`config.mk`:
```
export PLATFORM = sky130hd
export DESIGN_NAME = mem_spill_reg
export DESIGN_NICKNAME = d
export VERILOG_FILES = /design/src/mem_spill_reg.sv
export SDC_FILE = /design/constraint.sdc
export NUM_CORES = 1
export LEC_CHECK = 0
export ABC_AREA = 1
export BUFFER_PORTS_ARGS = -buffer_cell sky130_fd_sc_hd__buf_2
export CORE_AREA = 4 4 41 43
export DETAILED_ROUTE_END_ITERATION = 10
export DIE_AREA = 0 0 45 47
export PLACE_DENSITY = 0.35
export SLEW_MARGIN = 5
export SYNTH_ARGS = -nofsm -noshare
export SYNTH_HDL_FRONTEND = slang
export SYNTH_SLANG_ARGS = --single-unit
export TNS_END_PERCENT = 5
```
`constraint.sdc`:
```
create_clock -name clk_i -period 1 [get_ports clk_i]
set_input_delay 0.15 -clock clk_i [delete_from_list [all_inputs] [get_ports clk_i]]
set_output_delay 0.15 -clock clk_i [all_outputs]
set_load 0.02 [all_outputs]
```
`src/mem_spill_reg.sv`:
```
// ##################################################
// Two slots, ready_o comes from flops only
// Slot b always holds the older item when both are full
// ##################################################
`timescale 1ns/10ps
`default_nettype none

module mem_spill_reg #(
    parameter type payload_t = logic
) (
    input  logic     clk_i,
    input  logic     arst_n_i,
    input  logic     valid_i,
    output logic     ready_o,
    input  payload_t data_i,
    output logic     valid_o,
    input  logic     ready_i,
    output payload_t data_o
);
    logic     a_full_q, b_full_q;
    logic     a_fill, a_drain, b_fill, b_drain;
    payload_t a_data_q, b_data_q;

    assign a_fill  = valid_i && ready_o;
    assign a_drain = a_full_q && !b_full_q;
    // Slot a spills into b when the output stalls
    assign b_fill  = a_drain && !ready_i;
    assign b_drain = b_full_q && ready_i;

    assign ready_o = !a_full_q || !b_full_q;
    assign valid_o = a_full_q || b_full_q;
    assign data_o  = b_full_q ? b_data_q : a_data_q;

    always_ff @(posedge clk_i or negedge arst_n_i) begin
        if (!arst_n_i) begin
            a_full_q <= 1'b0;
            b_full_q <= 1'b0;
        end else begin
            if (a_fill || a_drain) begin
                a_full_q <= a_fill;
            end
            if (b_fill || b_drain) begin
                b_full_q <= b_fill;
            end
        end
    end

    always_ff @(posedge clk_i) begin
        if (a_fill) begin
            a_data_q <= data_i;
        end
        if (b_fill) begin
            b_data_q <= a_data_q;
        end
    end

endmodule

`default_nettype wire

```
== After elaboration in Yosys (flattened, before gate mapping) ==
Index checks and enable logic that the tools add are counted.
Cells by class
  reductions and logical operators: 11
  mux-type cells: 1
Operators by type and width (count)
  $logic_and 1x1->1: 4
  $logic_or 1x1->1: 4
  $logic_not 1->1: 3
  $mux 1: 1
Word-level totals
  flip-flop bits (word level): 4
  bits of input ports: 5

== Logic depth before layout (Yosys ltp) ==
  depth in word-level cells: 4
  depth in mapped cells: 3
  gate-level depth less buffers: 3

== Worst setup path before layout ==
OpenSTA, ideal clock, no wires.
  kind: register -> register
  start point: register b_full_q
  end point: register b_data_q (enable)
  library setup time: 298 ps
  setup slack: 120 ps
  cell stages (with the launch flop): 4
  arrival: 582 ps
  period minus slack after synthesis: 880 ps
  cells stage by stage: dfrtp_1 -> inv_1 -> nand2_1 -> nor2_1
On the way
  cells in the longest elaborated chain, start to end: 3
Ends and longest elaborated chain
  start, declared: line 20  | logic a_full_q, b_full_q;
  start signal, assigned: line 43  | b_full_q <= b_fill;
  $logic_not 1->1: line 25  | assign a_drain = a_full_q && !b_full_q;
  $logic_and 1x1->1: line 25
  $logic_and 1x1->1: line 27  | assign b_fill = a_drain && !ready_i;
  net b_fill: line 21  | logic a_fill, a_drain, b_fill, b_drain;
  end signal, assigned: line 53  | b_data_q <= a_data_q;
  end, declared: line 22  | payload_t a_data_q, b_data_q;
The timed path passes the listed nets, and every way through them passes these cells.
A chain may end at the register's enable or synchronous reset.

== Final worst setup path ==
  start point: register b_full_q
  end point: output data_o
On the way
  cells in the longest elaborated chain, start to end: 1
Ends and longest elaborated chain
  $mux 1: line 32  | assign data_o = b_full_q ? b_data_q : a_data_q;
  end, declared: line 18  | output payload_t data_o
No other way between the ends.

==> results.yml <==
sta:
  period_needed_ps: 1130
  timing.hold.ws_ps: 85.4
  drv_slew: 0
  fmax_mhz: 887
  hold_violations: 0
  rsz0062_at_grt: "true"
  relSlewSlack_pct: 88.5
  worst_pin_slew_ps: 173
  final.setup_skew_ps: 12.4
  fin_crit_sh_pct: 113
  setup_viol: 4
  final.setup.worst_slack_ps: -127
finish:
  layout.cells.non_filler: 46
  nFillCells: 156
  final_core_util_pct: 21.3
  mostFrequentLayoutCells: "nand2_1, buf_2, inv_1, clkbuf_4, buf_4"
  final_common_cell: "nand2_1"
  nets: 37
  num_antenna_cells: 0
  layout-drive-gt1-share_pct: 41.9
  syn2layout_area_growth_pct: 72.7
  multi_input_area_um2: 41.3
  seqCellArea_um2: 110
worst_setup_path:
  ff2ff_setup_slack_ps: -100
  start_kind: "flip-flop"
  r2r_end: "b_data_q"
  worstPathRequired_ps: 850
  crit_path_start: "b_full_q"
  worstPathArrival_ps: 980
  cp_max_fo: 5
  endpoint_kind: "primary output"
  rr_worst_depth: 5
  setup.worst_path.class: "flip-flop to primary output"
  r2r-start: "b_full_q"
hold_path:
  worstHoldEndpoint: "a_data_q"
  hp-class: "input port to flip-flop"
  worstHoldStart: "data_i"
  whs_path_depth: 1
floorplan:
  die_h_um: 47
  initial_core_util_pct: 12.3
  die_w_um: 45
  fp.coreArea_um2: 1300
  rows: 13
  die_area_um2: 2120
  ios: 8
power:
  power.leakage_uw: 0.000136
  powerDensity_nw_per_um2: 1770
  irDropWorstVdd_uv: 552
clock_network:
  cts_buffers: 3
  cts_sinks: 4
  cts_buffer_depth: 2
  cts_tree: "built"
  cts.reportedPaths.clkPinSlew_ps: 50
  clk-insertion-delay-late_ps: 240
  cts_root_buf: "clkbuf_4"
  htree_num_levels: 1
routing:
  drc: 0
  first_pass_iters: 1
  drt-total-wl_um: 347
  num_vias: 150
  antenna_left: 0
  wl_per_cell_um: 7.54
  drtIter0Drc: 0
  via_per_inst: 3.26
placed_design:
  portBuffers: 7
  dpl.hpwl_um: 259
  dpl_worst_slack_ps: 79.7
  placed_cells: 39
  gp_congestion: 0.674
global_route:
  grt_pass1_vias: 166
  grt_pass1_wl_um: 586
  overflow: 0
  antenna_found_initial: 0
  grt_max_degree: 6
  track_usage_pct: 4.60
yosys:
  synthesis.area_um2: 160
  synth_top_family_by_area: "simple AND/OR/NAND/NOR gates"
  synth_area_per_cell_um2: 9.42
  ys_seq_area_share_pct: 68.7
  ys_seq_elements: 4
  ys_warn_count: 0
  synthesis.instances: 17
  synth_simple_gate_area_share_pct: 21.1
  syn-num-nets: 22
  synth_xor_area_share_pct: 0
  synth_mux_area_share_pct: 0
  yosys.area_share.adder_pct: 0
  yosysUniqueCellTypes: 6
  synth_compound_area_share_pct: 3.13
run_status:
  outcome: "finished, violations left"
  violations: "negative setup slack"
job:
  maxCapViolations: 0
synth_stat cells (all sizes together):
cell    n  area, µm²
a21oi   1       5.00
nor2    3       11.3
dfrtp   2       50.1
inv     3       11.3
edfxtp  2       60.1
nand2   6       22.5
power breakdown:
| group | switching [µW] | internal, µW |
|---|---|---|
| clock | 71.7 | 150 |
| combinational | 36.2 | 36.8 |
| sequential | 9.82 | 186 |
logic make-up (layout without fill, tap and decap cells):
kind of cell | count (synthesis) | count (layout)
compound gates | 1 | 1
buf+inv | 3 | 17
flops | 4 | 4
simple gates | 9 | 9
repair_timing:
action                                  4_1_cts  5_1_grt
hold buffers                                  1        0
gates resized for setup                       4        0
buffers inserted                              2        0
hold endpoints to repair                      2        0
endpoints found under the setup margin        3        4
worst max path at each step:
| stage | endpoint | slack [ps] | cells past startpoint |
|---|---|---|---|
| finish | data_o | -130 | 4 |
| detailed placement | b_data_q | 80 | 3 |
| CTS | data_o | -140 | 4 |
| floorplan | b_data_q | 120 | 3 |
| global placement | b_data_q | 80 | 3 |
| global route | data_o | -190 | 4 |
registers in the layout, indices dropped and copies added (netlist names):
register and flops:
a_data_q 1, b_data_q 1, a_full_q 1, b_full_q 1
metal layers:
layer  part of all wire, %  GRT usage [%]  wire length [µm]  up-vias
met2                    40           5.37               140        8
li1                      -              -                 -       79
met5                     0              0                 0        -
met1                    47           4.15               164       63
met4                     0           8.77                 0        0
met3                    12           2.30                42        0
stage by stage:
step / total power [µW] / TNS (ps) / area (µm²)
2_1_floorplan: 227 / 0 / 160
3_3_place_gp: 250 / 0 / 214
3_5_place_dp: 251 / 0 / 214
4_1_cts: 506 / -425 / 277
5_1_grt: 526 / -653 / 277
6_report: 491 / -405 / 277
area by class of cell:
type                       instances  share of cell area (%)
multi-input combinational         10                    14.9
clock buffer                       4                    9.50
inverter                           3                    4.07
tap                               15                    6.79
timing repair buffer              10                    24.9
sequential                         4                    39.8
worst max-delay path, stage by stage, from the launching register on:
cell     delay, ps
dfrtp_1        420
inv_1           90
nand2_1         50
nand2_1         70
buf_6          120
(Power assumes the default switching activity.)
