==> src/bgpu_mem_pkg.sv <==
// ##################################################
// Widths and payload types of the memory path
// One 128-bit memory with 64 lines, so byte addresses are 10 bits
// ##################################################
`default_nettype none

package bgpu_mem_pkg;

    // ##################################################
    // Widths
    // ##################################################
    localparam int unsigned MctrlWidth     = 128;
    localparam int unsigned MctrlStrbWidth = MctrlWidth / 8;
    localparam int unsigned CtrlWidth      = 32;
    localparam int unsigned CtrlBeWidth    = CtrlWidth / 8;
    localparam int unsigned MemAddrWidth   = 10;
    localparam int unsigned LineIdxWidth   = 6;
    localparam int unsigned WordSelWidth   = 2;

    // Request sources into the multiplexer
    localparam int unsigned NumPorts   = 2;
    localparam int unsigned SrcIdWidth = 1;
    localparam logic [SrcIdWidth-1:0] SrcCtrl = 1'b0;
    localparam logic [SrcIdWidth-1:0] SrcImem = 1'b1;

    // ##################################################
    // Types
    // ##################################################
    typedef logic [MctrlWidth-1:0]     mctrl_data_t;
    typedef logic [MctrlStrbWidth-1:0] mctrl_strb_t;
    typedef logic [CtrlWidth-1:0]      ctrl_data_t;
    typedef logic [CtrlBeWidth-1:0]    ctrl_be_t;
    typedef logic [MemAddrWidth-1:0]   ctrl_addr_t;
    typedef logic [LineIdxWidth-1:0]   line_addr_t;
    typedef logic [SrcIdWidth-1:0]     src_id_t;

    // Line request as seen by the memory
    typedef struct packed {
        logic        we;
        line_addr_t  addr;
        mctrl_data_t data;
        mctrl_strb_t strb;
        src_id_t     src;
    } mem_req_t;

    // Write responses carry stale line data
    typedef struct packed {
        mctrl_data_t data;
        src_id_t     src;
    } mem_rsp_t;

endpackage

`default_nettype wire
==> src/mctrl_mux.sv <==
// ##################################################
// Port 0 carries control accesses, port 1 instruction reads only
// A grant is held while the merged request waits for ready
// ##################################################
`timescale 1ns/10ps
`default_nettype none

module mctrl_mux (
    input  logic                      clk_i,
    input  logic                      arst_n_i,

    // Port 0, control
    input  logic                      p0_req_valid_i,
    output logic                      p0_req_ready_o,
    input  logic                      p0_we_i,
    input  bgpu_mem_pkg::line_addr_t  p0_addr_i,
    input  bgpu_mem_pkg::mctrl_data_t p0_wdata_i,
    input  bgpu_mem_pkg::mctrl_strb_t p0_strb_i,
    output logic                      p0_rsp_valid_o,
    input  logic                      p0_rsp_ready_i,
    output bgpu_mem_pkg::mctrl_data_t p0_rdata_o,

    // Port 1, instruction fetch
    input  logic                      p1_req_valid_i,
    output logic                      p1_req_ready_o,
    input  bgpu_mem_pkg::line_addr_t  p1_addr_i,
    output logic                      p1_rsp_valid_o,
    input  logic                      p1_rsp_ready_i,
    output bgpu_mem_pkg::mctrl_data_t p1_rdata_o,

    // Merged side
    output logic                      req_valid_o,
    input  logic                      req_ready_i,
    output bgpu_mem_pkg::mem_req_t    req_o,
    input  logic                      rsp_valid_i,
    output logic                      rsp_ready_o,
    input  bgpu_mem_pkg::mem_rsp_t    rsp_i
);
    logic [bgpu_mem_pkg::NumPorts-1:0] req_valid;
    logic [bgpu_mem_pkg::NumPorts-1:0] gnt;
    logic [bgpu_mem_pkg::NumPorts-1:0] gnt_q;
    logic                              locked_q;
    // High when port 1 was served last
    logic                              last_gnt_q;

    // ##################################################
    // Arbitration
    // ##################################################
    assign req_valid = {p1_req_valid_i, p0_req_valid_i};

    always_comb begin
        if (locked_q) begin
            gnt = gnt_q;
        end else begin
            gnt[0] = req_valid[0] && (!req_valid[1] || last_gnt_q);
            gnt[1] = req_valid[1] && (!req_valid[0] || !last_gnt_q);
        end
    end

    assign req_valid_o    = |req_valid;
    assign p0_req_ready_o = gnt[0] && req_ready_i;
    assign p1_req_ready_o = gnt[1] && req_ready_i;

    // Instruction requests become tagged reads with no strobes
    always_comb begin
        if (gnt[1]) begin
            req_o.we   = 1'b0;
            req_o.addr = p1_addr_i;
            req_o.data = '0;
            req_o.strb = '0;
            req_o.src  = bgpu_mem_pkg::SrcImem;
        end else begin
            req_o.we   = p0_we_i;
            req_o.addr = p0_addr_i;
            req_o.data = p0_wdata_i;
            req_o.strb = p0_strb_i;
            req_o.src  = bgpu_mem_pkg::SrcCtrl;
        end
    end

    always_ff @(posedge clk_i or negedge arst_n_i) begin
        if (!arst_n_i) begin
            last_gnt_q <= 1'b1;
            locked_q   <= 1'b0;
            gnt_q      <= '0;
        end else begin
            locked_q <= req_valid_o && !req_ready_i;
            gnt_q    <= gnt;
            if (req_valid_o && req_ready_i) begin
                last_gnt_q <= gnt[1];
            end
        end
    end

    // ##################################################
    // Response routing by source tag
    // ##################################################
    assign p0_rsp_valid_o = rsp_valid_i && (rsp_i.src == bgpu_mem_pkg::SrcCtrl);
    assign p1_rsp_valid_o = rsp_valid_i && (rsp_i.src == bgpu_mem_pkg::SrcImem);
    assign p0_rdata_o     = rsp_i.data;
    assign p1_rdata_o     = rsp_i.data;
    assign rsp_ready_o    = (rsp_i.src == bgpu_mem_pkg::SrcImem) ? p1_rsp_ready_i
                                                                 : p0_rsp_ready_i;

endmodule

`default_nettype wire

==> config.mk <==
export PLATFORM = sky130hd
export DESIGN_NAME = mctrl_mux
export DESIGN_NICKNAME = d
export VERILOG_FILES = /design/src/bgpu_mem_pkg.sv /design/src/mctrl_mux.sv
export SDC_FILE = /design/constraint.sdc
export NUM_CORES = 1
export LEC_CHECK = 0
export ABC_AREA = 0
export ABC_CLOCK_PERIOD_IN_PS = 2250
export BUFFER_PORTS_ARGS = -buffer_cell sky130_fd_sc_hd__buf_2
export CAP_MARGIN = 10
export CORE_AREA = 10 10 265 267
export CTS_CLUSTER_DIAMETER = 30
export DETAILED_ROUTE_END_ITERATION = 8
export DIE_AREA = 0 0 275 277
export PLACE_DENSITY = 0.3
export SKIP_CTS_REPAIR_TIMING = 1
export SLEW_MARGIN = 20
export SYNTH_ARGS = -nofsm -noshare
export SYNTH_HDL_FRONTEND = slang
export SYNTH_SLANG_ARGS = --single-unit
==> constraint.sdc <==
create_clock -name clk_i -period 2.25 [get_ports clk_i]
set_input_delay 0.45 -clock clk_i [delete_from_list [all_inputs] [get_ports clk_i]]
set_output_delay 0.45 -clock clk_i [all_outputs]
set_load 0.01 [all_outputs]
-- Word-level counts from Yosys, hierarchy flattened
Index checks and enable logic that the tools add are counted.
Widths: inputs -> output; s select.
- logic and storage cells: 22
- flip-flop bits (word level): 4
- input port bits: 294
- memory bits (writable): 0
- ROM bits: 0
- memories kept: 0
- output and inout bits: 414
- bits in latches: 0
- multiplexer cells: 3
- multiply operators: 0
- equality and inequality tests: 0
- add/subtract/negate cells: 0
- reduce and logical (&&, ||, !) cells: 15
- shifts and indexed selects: 0
- bitwise logic cells: 1
- divide/modulo/power cells: 0
- order comparisons: 0
- operators by type and width (cell ; count):
    $mux 152 ; 1
    $logic_and 1x1->1 ; 8
    $logic_not 1->1 ; 4
    $logic_or 1x1->1 ; 2
    $mux 2 ; 1
    $reduce_or 2->1 ; 1
    $mux 1 ; 1
    $not 1->1 ; 1

-- Depth between registers and ports, before layout
- depth in word-level cells: 5
- gate-level depth with buffers: 5
- gate-level depth less buffers: 3

-- Worst setup path after synthesis
OpenSTA, ideal clock, no wires.
- kind: input port to output port
- start: input p1_req_valid_i
- end: output req_o[145] (netlist name)
- arrival: 1.411 ns
- stages on the path: 4
- data required time: 1.800 ns
- slack: 0.389 ns
- path through: a21boi_2 > mux2i_4 > buf_6 > mux2_2
- RTL lines (item ; line ; text):
    start, declared ; mctrl_mux.sv:24 ; input logic p1_req_valid_i,
    end, declared ; mctrl_mux.sv:34 ; output bgpu_mem_pkg::mem_req_t req_o,

==> summary.txt <==
outcome -> complete, but fails checks
failing checks -> negative setup slack
Clk network pwr share -> 0.183
switch share -> 0.4250
first-iteration detailed-routing DRC count -> 83
slew of the pin with the lowest slew margin -> 0.3328 ns
share of post-route cells with drive strength above 1 -> 0.6975
# nets final -> 814
CTS Sinks -> 4
Worst Setup Start Kind -> flip-flop
met1 Use GR -> 0.03753
internal power -> 0.9363 mW
Num CTS Buffers -> 3
Core Area -> 65160 um^2
PD cells -> 371.2 nW/um^2
Die ar. -> 76180 um^2
number of max-cap violations -> 0
slew margin rel. -> 0.7734
Seq pwr share -> 0.056
Max Clock Skew -> 0.008037 ns
Leak -> 2.127 nW
Syn Nets -> 739
worst-path maximum fanout -> 11
GR Util All Layers -> 0.04005
global-route wire length before repair -> 22520 um
# rows -> 94
max-slew violation count -> 0
Seq/Total Area, Yosys -> 0.03121
CTS tree -> yes
Post-DP Area -> 3963 um^2
critical setup path kind -> flip-flop to primary output
Critical Path RT -> 1.80 ns
Area contributors post-synth -> buf_4 (59%), and2_1 (28%), buf_6 (2.8%), mux2_2 (2.4%), dfrtp_1 (2.3%)
Tmin final -> 2.283 ns
clk buf depth -> 2
post-synthesis cell count -> 445
remaining global-route overflow -> 0
Final Cycle Share -> 1.015
GP Congestion -> 0.7490
Arr. time, crit path -> 1.83 ns
Worst setup EP type -> primary output
Yosys reg bits -> 4
most common cell after layout, fill and taps aside -> buf_2
vias in the first global route -> 3196
Power Total -> 1.628 mW
Fin. Hold Viols -> 0
met3 Use GR -> 0.03842
initial core utilization -> 0.04983
die height -> 277 um
WL final -> 20110 um
post-synth top area cell -> buf_4
GR Layer Usage met2 -> 0.05643
RSZ-0062 raised after global routing -> true
initial antenna violation count -> 11
synthesized area per cell -> 7.296 um^2
fmax -> 0.4380 GHz
Vias/cell -> 2.071
setup TNS -> -0.1312 ns
most frequent cells in the layout -> buf_2 (315), and2_1 (142), buf_6 (9), clkbuf_16 (8), buf_4 (8)
largest net degree at the start of global routing -> 87
Vias -> 2874
Fin Hold WS -> 0.02756 ns
peak supply drop -> 0.1563 mV
switching power -> 0.6921 mW
IO Port Bufs -> 323
Synth top area share -> 0.5942
Comb power frac -> 0.761
Wirelength per Cell -> 14.48 um
clk slew on worst S/H paths -> 0.04 ns
detailed placement HPWL -> 15830 um
H-tree levels -> 1
GRT busiest layer -> met2
mapped cell area -> 3247 um^2
Final ANT Viol Nets -> 0
Clock Tree Root -> clkbuf_16
Die X -> 275 um
finished layout cell area -> 4387 um^2
post-route setup slack -> -0.03330 ns
final setup vio count -> 10
First-pass DRT Iterations -> 4
synth warn -> 0
Layout area overhead -> 35.11%
Netlist cell types -> 15
IO Count -> 708
Tightest Hold Check Type -> input pin to asynchronous set/reset pin
DRC Markers -> 0
Clock Latency Late Sink -> 0.23 ns
==> worst paths after layout <==
kind / startpoint / to / slack (ns) / cells past startpoint
setup / recovery: last_gnt_q / req_o[32] / -0.03 / 6
hold reg to reg: gnt_q[0] / gnt_q[0] / 0.49 / 2
min in group clk_i: req_ready_i / locked_q / 0.43 / 2
setup reg to reg: last_gnt_q / last_gnt_q / 0.77 / 5
hold / removal: arst_n_i / gnt_q[1] / 0.03 / 1
max in group asynchronous: arst_n_i / last_gnt_q / 2.00 / 1
==> through the flow <==
| stage | setup slack [ns] | util | instances |
|---|---|---|---|
| CTS | -0.1019 | 0.06202 | 1367 |
| finish | -0.03330 | 0.06732 | 1388 |
| global route | -0.1138 | 0.06713 | 1383 |
| global placement | 0.02821 | 0.06082 | 1363 |
| floorplan | 0.3894 | - | 445 |
| detailed placement | 0.004649 | 0.06082 | 1363 |
==> cell usage after synthesis (all sizes together) <==
master and count:
buf 265, and2 147, clkbuf 8, mux2 7
nor2b 4, dfrtp 3, inv 2, nand2 2
o21ai 2, a21boi 1, dfstp 1, mux2i 1
o31ai 1, or2 1
==> power by group through the flow <==
stage / registers [mW] / clock network [mW] / logic (mW)
after floorplan: 0.0902 / 0 / 0.966
after global placement: 0.0933 / 0 / 1.02
after detailed placement: 0.0934 / 0 / 1.02
after CTS: 0.0930 / 0.311 / 1.02
after global routing: 0.0930 / 0.315 / 1.36
final: 0.0913 / 0.297 / 1.24
==> worst max-delay path, stage by stage (launching register included) <==
cell       delay [ns]
dfstp_2          0.53
a21boi_2         0.06
mux2i_4          0.30
buf_4            0.23
clkbuf_16        0.19
and2_1           0.13
buf_2            0.16
==> cells by family after synthesis <==
group,Yosys count,share of synthesized area
buf+inv,275,0.6335
compound gates,4,0.008864
mux,8,0.03121
flops,4,0.03121
simple gates,154,0.2952
==> flip-flops by register name (all words and copies together) (netlist names) <==
signal and flops:
last_gnt_q 1, locked_q 1, gnt_q 2
==> final cells by class <==
cell class / count / area (um^2)
fillers: 7742 / 60770
repair buffers: 343 / 1983
multi-input cells: 166 / 1122
well taps: 864 / 1081
flip-flops and latches: 4 / 101.3
clock buffers: 4 / 78.83
diodes: 5 / 12.51
inverters: 2 / 7.507
==> per-layer routing <==
layer,vias up,part of all wire
met3,56,0.21
li1,1231,-
met5,-,0.0064
met1,1126,0.35
met4,6,0.040
met2,455,0.40
Note: power is estimated with default switching activity, not from simulation.
