<file path="src/bgpu_mem_pkg.sv">
// ##################################################
// Widths and payload types of the memory path
// One 128-bit memory with 64 lines, so byte addresses are 10 bits
// ##################################################
`default_nettype none

package bgpu_mem_pkg;

    // ##################################################
    // Widths
    // ##################################################
    localparam int unsigned MctrlWidth     = 128;
    localparam int unsigned MctrlStrbWidth = MctrlWidth / 8;
    localparam int unsigned CtrlWidth      = 32;
    localparam int unsigned CtrlBeWidth    = CtrlWidth / 8;
    localparam int unsigned MemAddrWidth   = 10;
    localparam int unsigned LineIdxWidth   = 6;
    localparam int unsigned WordSelWidth   = 2;

    // Request sources into the multiplexer
    localparam int unsigned NumPorts   = 2;
    localparam int unsigned SrcIdWidth = 1;
    localparam logic [SrcIdWidth-1:0] SrcCtrl = 1'b0;
    localparam logic [SrcIdWidth-1:0] SrcImem = 1'b1;

    // ##################################################
    // Types
    // ##################################################
    typedef logic [MctrlWidth-1:0]     mctrl_data_t;
    typedef logic [MctrlStrbWidth-1:0] mctrl_strb_t;
    typedef logic [CtrlWidth-1:0]      ctrl_data_t;
    typedef logic [CtrlBeWidth-1:0]    ctrl_be_t;
    typedef logic [MemAddrWidth-1:0]   ctrl_addr_t;
    typedef logic [LineIdxWidth-1:0]   line_addr_t;
    typedef logic [SrcIdWidth-1:0]     src_id_t;

    // Line request as seen by the memory
    typedef struct packed {
        logic        we;
        line_addr_t  addr;
        mctrl_data_t data;
        mctrl_strb_t strb;
        src_id_t     src;
    } mem_req_t;

    // Write responses carry stale line data
    typedef struct packed {
        mctrl_data_t data;
        src_id_t     src;
    } mem_rsp_t;

endpackage

`default_nettype wire
</file>
<file path="src/ctrl_dw_conv.sv">
// ##################################################
// Only one control access is in flight at a time
// Byte address bits 1..0 are ignored, accesses are word aligned
// ##################################################
`timescale 1ns/10ps
`default_nettype none

module ctrl_dw_conv (
    input  logic                      clk_i,
    input  logic                      arst_n_i,

    // Control side
    input  logic                      req_valid_i,
    output logic                      req_ready_o,
    input  logic                      we_i,
    input  bgpu_mem_pkg::ctrl_addr_t  addr_i,
    input  bgpu_mem_pkg::ctrl_data_t  wdata_i,
    input  bgpu_mem_pkg::ctrl_be_t    be_i,
    output logic                      rsp_valid_o,
    input  logic                      rsp_ready_i,
    output bgpu_mem_pkg::ctrl_data_t  rdata_o,

    // Line side
    output logic                      line_req_valid_o,
    input  logic                      line_req_ready_i,
    output logic                      line_we_o,
    output bgpu_mem_pkg::line_addr_t  line_addr_o,
    output bgpu_mem_pkg::mctrl_data_t line_wdata_o,
    output bgpu_mem_pkg::mctrl_strb_t line_strb_o,
    input  logic                      line_rsp_valid_i,
    output logic                      line_rsp_ready_o,
    input  bgpu_mem_pkg::mctrl_data_t line_rdata_i
);
    logic                                  busy_q;
    logic [bgpu_mem_pkg::WordSelWidth-1:0] lane;
    logic [bgpu_mem_pkg::WordSelWidth-1:0] lane_q;

    // Lane sits right above the byte offset inside a word
    assign lane = addr_i[bgpu_mem_pkg::MemAddrWidth-bgpu_mem_pkg::LineIdxWidth-1
                         -: bgpu_mem_pkg::WordSelWidth];

    // ##################################################
    // Request path
    // ##################################################
    assign line_req_valid_o = req_valid_i && !busy_q;
    assign req_ready_o      = line_req_ready_i && !busy_q;
    assign line_we_o        = we_i;
    assign line_addr_o      = addr_i[bgpu_mem_pkg::MemAddrWidth-1 -: bgpu_mem_pkg::LineIdxWidth];

    // Same word in every lane, the strobes pick the one that is written
    assign line_wdata_o = {(bgpu_mem_pkg::MctrlWidth / bgpu_mem_pkg::CtrlWidth){wdata_i}};

    always_comb begin
        for (int unsigned i = 0; i < bgpu_mem_pkg::MctrlWidth / bgpu_mem_pkg::CtrlWidth; i++) begin
            line_strb_o[i*bgpu_mem_pkg::CtrlBeWidth +: bgpu_mem_pkg::CtrlBeWidth] =
                (lane == i) ? be_i : '0;
        end
    end

    // ##################################################
    // Response path
    // ##################################################
    assign rsp_valid_o      = line_rsp_valid_i;
    assign line_rsp_ready_o = rsp_ready_i;
    assign rdata_o = line_rdata_i[lane_q*bgpu_mem_pkg::CtrlWidth +: bgpu_mem_pkg::CtrlWidth];

    // Busy from accepted request until its response leaves
    always_ff @(posedge clk_i or negedge arst_n_i) begin
        if (!arst_n_i) begin
            busy_q <= 1'b0;
            lane_q <= '0;
        end else begin
            if (req_valid_i && req_ready_o) begin
                busy_q <= 1'b1;
                lane_q <= lane;
            end else if (line_rsp_valid_i && rsp_ready_i) begin
                busy_q <= 1'b0;
            end
        end
    end

endmodule

`default_nettype wire

</file>
<file path="config.mk">
export PLATFORM = sky130hd
export DESIGN_NAME = ctrl_dw_conv
export DESIGN_NICKNAME = d
export VERILOG_FILES = /design/src/bgpu_mem_pkg.sv /design/src/ctrl_dw_conv.sv
export SDC_FILE = /design/constraint.sdc
export NUM_CORES = 1
export LEC_CHECK = 0
export ABC_CLOCK_PERIOD_IN_PS = 1500
export BUFFER_PORTS_ARGS = -buffer_cell sky130_fd_sc_hd__buf_2
export CAP_MARGIN = 20
export CORE_AREA = 2 2 142 144
export DETAILED_ROUTE_END_ITERATION = 8
export DIE_AREA = 0 0 144 146
export GPL_TIMING_DRIVEN = 0
export HOLD_SLACK_MARGIN = 0.02
export MAX_ROUTING_LAYER = met4
export PLACE_DENSITY_LB_ADDON = 0.2
export REMOVE_ABC_BUFFERS = 1
export SYNTH_ARGS = -nofsm -noshare
export SYNTH_HDL_FRONTEND = slang
export SYNTH_SLANG_ARGS = --single-unit
</file>
<file path="constraint.sdc">
create_clock -name clk_i -period 1.5 [get_ports clk_i]
set_clock_uncertainty 0.1 [all_clocks]
set_input_delay 0.075 -clock clk_i [delete_from_list [all_inputs] [get_ports clk_i]]
set_output_delay 0.075 -clock clk_i [all_outputs]
set_load 0.05 [all_outputs]
</file>
# Yosys cells after proc, flatten, opt, wreduce, memory -nomap -nowiden
# Cells that the tools add are included.
[word_totals] reg_bits=3 inputBits=181 out_inout_bits=187 elab_cells=19
[classes] eq_ne=3 n_shift=1 muxes=6 n_reduce_logical=7
[op_table] operator="$shiftx 128x8->32" count=1
[op_table] operator="$mux 4" count=4
[op_table] operator="$eq 2x2->1 const B" count=2
[op_table] operator="$logic_and 1x1->1" count=4
[op_table] operator="$eq 2x1->1 const B" count=1
[op_table] operator="$logic_not 2->1" count=1
[op_table] operator="$mux 1" count=2
[op_table] operator="$reduce_bool 2->1" count=1
[op_table] operator="$logic_not 1->1" count=1

# Depth between registers and ports, before layout
# Gate-level depths: netlist of the first run.
[logic_depth] word_depth=4 depth_mapped=3 ltp_nobuf=2

# Worst setup path before layout of the first run
# OpenSTA, ideal clock, no wires.
[synth_timing] kind="reg-to-output" startpoint="register lane_q[0] in the netlist's numbering" endpoint="output rdata_o[0]" arrival_time_ns=1.265 slack_ns=0.060 path_stages_with_launch=3 n_path_buf=1 path_cell_list="dfrtp_1 -> buf_6 -> mux4_1"
[synth_via] elab_chain_cells=1
[synth_lines] element="start: declaration" line_no="ctrl_dw_conv.sv:36" rtl="logic [bgpu_mem_pkg::WordSelWidth-1:0] lane_q;"
[synth_lines] element="start signal: assignment" line_no="ctrl_dw_conv.sv:75" rtl="lane_q <= lane;"
[synth_lines] element="$shiftx 128x8->32" line_no="ctrl_dw_conv.sv:65" rtl="assign rdata_o = line_rdata_i[lane_q*bgpu_mem_pkg::CtrlWidth +: bgpu_mem_pkg::CtrlWidth];"
[synth_lines] element="end: declaration" line_no="ctrl_dw_conv.sv:21" rtl="output bgpu_mem_pkg::ctrl_data_t rdata_o,"
# Every way passes these cells.

# Worst setup path after layout of the first run
[layout_timing] startpoint="register lane_q[0] in the netlist's numbering" endpoint="output rdata_o[5]"
# The elaborated chain is that of the path after synthesis.

==> impl_metrics.toml, run 1 <==
[run_status]
status = "finished with violations"
violations = "negative setup slack"

[logic_synthesis]
synth-seq-cells = 3
synth_cell_types = 16
syn_avg_cell_area_um2 = 10.2
synth_seq_area_share = 0.0358
yosys_warnings = 0
syn_inst = 206
synth_area_um2 = 2100
synth_area_leaders = "buf_4, mux4_2, mux4_1"
synth_top_area_frac = 0.491
synth_largest_area_cell = "buf_4"

[sta]
hold_violations = 0
finalCritPeriodShare = 1.21
setup_slack_ps = -319
setup_viol = 32
slew_viol_final = 0
fmax_mhz = 550
tns_ps = -9010
maxSlewHeadroom = 0.829
worst_pin_slew_ps = 259
period_minus_slack_ps = 1820
rsz0062_at_grt = "true"

[route]
drt-vias-per-instance = 3.57
routed_wl_um = 17600
drt_pre_antenna_iters = 3
drc = 0
dr_total_vias = 1898
wl_per_cell_um = 33.1
drt-initial-drc-count = 54
antenna_left = 0

[critical_path]
cp_num_buf_inv = 3
crit_family = "multiplexers"
cp.required_ps = 1320
start_kind = "register"
criticalPathCategory = "reg -> out"
cp-end-kind = "primary output"
crit_fanout = 7
worstPathCellList = "buf_12 -> buf_16 -> mux4_2 -> buf_6"
cpPeakStageDelay_ps = 530
arrival_ps = 1640
cpMaxStageDelayCell = "mux4_2"

[cells_and_area]
diodes = 0
final_nets = 449
post-route-util = 0.140
drive_gt1_frac = 0.891
area_growth_pct = 28.7
n_fill_cell = 2215

[pwr]
p_sw_w = 0.00244
clkPwrFrac = 0.092
p_leak_nw = 1.27
ir_worst_vdd_uv = 436
p_int_w = 0.00211
switching_share = 0.536
comb_power_share = 0.872
sequentialPowerShare = 0.036
p_per_area_nw_per_um2 = 1680

[clock_network]
tritoncts = "yes"
cts.sinks = 3
cts_buffers = 3
clkTransAtPathRegs_ps = 30
cts_max_level = 1
clock_latency_ps = 220
cts_buffer_depth = 2
cts_root_buf = "clkbuf_16"

[grt]
grt_start_max_net_pins = 17
grt_pass1_vias = 1957
track_usage = 0.161
grt-ovfl-total = 0
antenna_found_initial = 0
grt_pass1_wl_um = 21100

[placed_design]
place_congestion = 0.777
hpwl_um = 15100
dpl_worst_slack_ps = -428
port_buffers = 191

[floorplan]
num_rows = 51
die_w_um = 144
die-height_um = 146
pin_count = 368
core_area_um2 = 19300
start_util = 0.108
die_area_um2 = 21000

[flow_run]
drv_cap = 0

[min_path]
hp-class = "in -> out"
[logic make-up (layout without fill, tap and decap cells)]
group | Yosys count | count (layout) | share of synthesized area
buf+inv | 145 | 206 | 0.534
flops | 3 | 3 | 0.0358
mux | 34 | 34 | 0.360
simple gates | 22 | 22 | 0.0651
compound gates | 2 | 2 | 0.00537
[timing repair]
action / CTS / global route
gates cloned: 2 / 0
setup buffers: 5 / 0
resized for setup: 60 / 1
endpoints found under the hold margin: 4 / 0
hold buffers: 3 / 0
pin swaps: 0 / 0
setup endpoints to repair: 32 / 32
[registers in the layout, indices dropped and copies added, names as in the netlist]
register and cells:
busy_q 1, lane_q 2
[metrics by stage]
stage	hold slack, ps	cells	power (W)	instance area [um2]
after CTS	51.0	532	0.00465	2690
final	50.5	532	0.00454	2700
after global placement	-229	517	0.00333	2260
after global routing	50.4	532	0.00478	2700
after detailed placement	-227	518	0.00334	2290
after floorplan	-321	61	0.00243	977
[placed cells by master (no fill, tap or decap)]
| cell | Yosys | routed |
|---|---|---|
| mux2_2 | 2 | 2 |
| dfrtp_2 | 0 | 1 |
| clkbuf_1 | 1 | 1 |
| nor2_1 | 1 | 1 |
| buf_6 | 1 | 26 |
| dfrtp_4 | 0 | 1 |
| nor2b_1 | 4 | 4 |
| dfrtp_1 | 3 | 1 |
| and3_1 | 4 | 4 |
| mux4_2 | 29 | 32 |
| and2_1 | 12 | 12 |
| clkbuf_16 | 0 | 3 |
| buf_16 | 0 | 3 |
| nand3b_1 | 1 | 1 |
| a21oi_1 | 1 | 1 |
| buf_12 | 3 | 3 |
| buf_8 | 0 | 1 |
| a31oi_1 | 1 | 1 |
| buf_2 | 3 | 164 |
| dlygate4sd3_1 | 0 | 3 |
| buf_4 | 137 | 2 |
[final timing paths]
kind / startpoint / endpoint / slack, ps / cells after the start
setup / recovery: lane_q[0]$_DFFE_PN0P_ / rdata_o[5] / -320 / 4
hold / removal: addr_i[9] / line_addr_o[5] / 50 / 0
setup reg to reg: busy_q$_DFFE_PN0P_ / busy_q$_DFFE_PN0P_ / 130 / 3
hold reg to reg: busy_q$_DFFE_PN0P_ / lane_q[1]$_DFFE_PN0P_ / 680 / 2
max in group asynchronous: arst_n_i / lane_q[1]$_DFFE_PN0P_ / 1060 / 2
min in group asynchronous: arst_n_i / busy_q$_DFFE_PN0P_ / 110 / 2
[power groups by stage]
stage               Combinational [W]  Clock (W)  Sequential [W]
floorplan                     0.00211          0        0.000323
global placement              0.00289          0        0.000442
detailed placement            0.00303          0        0.000313
CTS                           0.00406   0.000428        0.000162
global route                  0.00418   0.000432        0.000172
finish                        0.00396   0.000418        0.000165
[synth_stat cells, drive strengths merged]
master,count
a21oi,1
a31oi,1
and2,12
and3,4
buf,144
clkbuf,1
dfrtp,3
mux2,2
mux4,32
nand3b,1
nor2,1
nor2b,4
[layout make-up]
type / instances / area, um2 / share of cell area
repair buffers: 202 / 1320 / 0.488
flip-flops and latches: 3 / 80.1 / 0.0297
clock buffers: 4 / 78.8 / 0.0292
multi-input cells: 58 / 891 / 0.330
well taps: 265 / 332 / 0.123
[metal layers]
layer	vias to the layer above	wire length, um	GRT usage
met5	-	0	-
met4	0	660	0.0485
met3	14	3480	0.135
met2	284	8390	0.265
met1	896	5060	0.136
li1	704	-	-
Note: power is estimated with default switching activity, not from simulation.
==> run 2: changes to the inputs <==
==> constraint.sdc (replaced) <==
create_clock -name clk_i -period 1.5 [get_ports clk_i]
set_clock_uncertainty 0.1 [all_clocks]
set_input_delay 0.225 -clock clk_i [delete_from_list [all_inputs] [get_ports clk_i]]
set_output_delay 0.225 -clock clk_i [all_outputs]
set_load 0.05 [all_outputs]
==> impl_metrics.toml, run 2 (synthesis gave the netlist of run 1 again) <==
[clock_network]
tritoncts = "yes"
cts_buffers = 3
cts_buffer_depth = 2
cts_root_buf = "clkbuf_16"
clkTransAtPathRegs_ps = 30
clock_latency_ps = 220
cts_max_level = 1
cts.sinks = 3

[route]
drt-initial-drc-count = 69
drt_pre_antenna_iters = 4
antenna_left = 0
drc = 0
dr_total_vias = 1894
routed_wl_um = 17600
drt-vias-per-instance = 3.57
wl_per_cell_um = 33.2

[cells_and_area]
layout_commonest_cell = "buf_2"
final_nets = 447
drive_gt1_frac = 0.898
largest_register = "lane_q"
layout_common_cells = "buf_2, mux4_2, buf_6, and2_1"
fin_area_um2 = 2680
area_growth_pct = 27.8
diodes = 0
largest_reg_flops = 2
reg_top3 = "lane_q (2), busy_q (1)"
final_cells = 530

[grt]
grt_start_max_net_pins = 17
grt_pass1_vias = 1954
antenna_found_initial = 0
grt-ovfl-total = 0
grt_pass1_wl_um = 21000
track_usage = 0.161

[placed_design]
place_congestion = 0.777
dp_cells = 518
hpwl_um = 15100
post_dp_cell_area_um2 = 2290
port_buffers = 191

[min_path]
hp-class = "in -> reg"

[pwr]
p_int_w = 0.00210
clkPwrFrac = 0.092
ir_worst_vdd_uv = 437
p_leak_nw = 1.26
p_sw_w = 0.00244
comb_power_share = 0.871
sequentialPowerShare = 0.037
switching_share = 0.537
p_per_area_nw_per_um2 = 1690

[sta]
setup_viol = 32
period_minus_slack_ps = 1970
fmax_mhz = 507
rsz0062_at_grt = "true"
worst_pin_slew_ps = 259
slew_viol_final = 0
maxSlewHeadroom = 0.829
finalCritPeriodShare = 1.32
hold_violations = 0
setup_slack_ps = -473
holdWs_ps = 119

[critical_path]
cpPeakStageDelay_ps = 530
cp-end-kind = "primary output"
cp.required_ps = 1170
criticalPathCategory = "reg -> out"
crit_fanout = 7
cpMaxStageDelayCell = "mux4_2"
arrival_ps = 1650
worstPathCellList = "buf_12 -> buf_16 -> mux4_2 -> buf_6"
start_kind = "register"

[floorplan]
die_w_um = 144
pin_count = 368
num_rows = 51
die_area_um2 = 21000
start_util = 0.108
die-height_um = 146
core_area_um2 = 19300

[run_status]
violations = "negative setup slack"
status = "finished with violations"

[flow_run]
drv_cap = 0
==> run 2: power by group through the flow <==
| stage | Sequential (W) | Combinational, W | Clock, W |
|---|---|---|---|
| CTS | 0.000162 | 0.00405 | 0.000428 |
| detailed placement | 0.000313 | 0.00303 | 0 |
| global placement | 0.000442 | 0.00289 | 0 |
| floorplan | 0.000323 | 0.00211 | 0 |
| global route | 0.000172 | 0.00417 | 0.000432 |
| finish | 0.000166 | 0.00395 | 0.000418 |
==> run 2: worst max-delay path, delay by kind of cell, from the launching register on <==
family | cells | cell delay, ps
muxes | 1 | 530
DFF | 1 | 430
buffers and inverters | 3 | 450
==> run 2: cell type report <==
type / instances / area (um2)
multi-input combinational: 58 / 891
fill: 2217 / 16700
tap: 265 / 332
sequential: 3 / 80.1
timing repair buffer: 200 / 1300
clock buffer: 4 / 78.8
==> run 2: stage by stage <==
step           total power, W   util  setup TNS, ps  setup slack (ps)
2_1_floorplan         0.00243      -         -32520             -1130
4_1_cts               0.00464  0.138         -13940              -472
5_1_grt               0.00477  0.138         -15230              -508
3_3_place_gp          0.00333  0.117         -52630             -1690
3_5_place_dp          0.00334  0.118         -14710              -578
6_report              0.00453  0.138         -13910              -473
==> run 2: worst paths after layout <==
path	from	to	slack [ps]	depth (start not counted)
max	lane_q[0]$_DFFE_PN0P_	rdata_o[5]	-470	4
min	rsp_ready_i	busy_q$_DFFE_PN0P_	120	2
max reg2reg	lane_q[1]$_DFFE_PN0P_	lane_q[1]$_DFFE_PN0P_	330	2
min reg2reg	busy_q$_DFFE_PN0P_	busy_q$_DFFE_PN0P_	440	1
max in group asynchronous	arst_n_i	lane_q[1]$_DFFE_PN0P_	910	2
min in group asynchronous	arst_n_i	busy_q$_DFFE_PN0P_	260	2
==> run 2: what timing repair did <==
item / in CTS / in global routing
hold buffers: 1 / 0
gates resized for setup: 60 / 1
cloned: 2 / 0
setup endpoints to repair: 32 / 32
hold endpoints to repair: 3 / 0
buffers inserted: 5 / 0
==> run 2: layer usage <==
metal,up-vias,part of all wire,GRT usage
li1,699,-,-
met1,893,0.29,0.136
met2,290,0.48,0.265
met3,12,0.20,0.135
met4,0,0.037,0.0485
met5,-,0,-
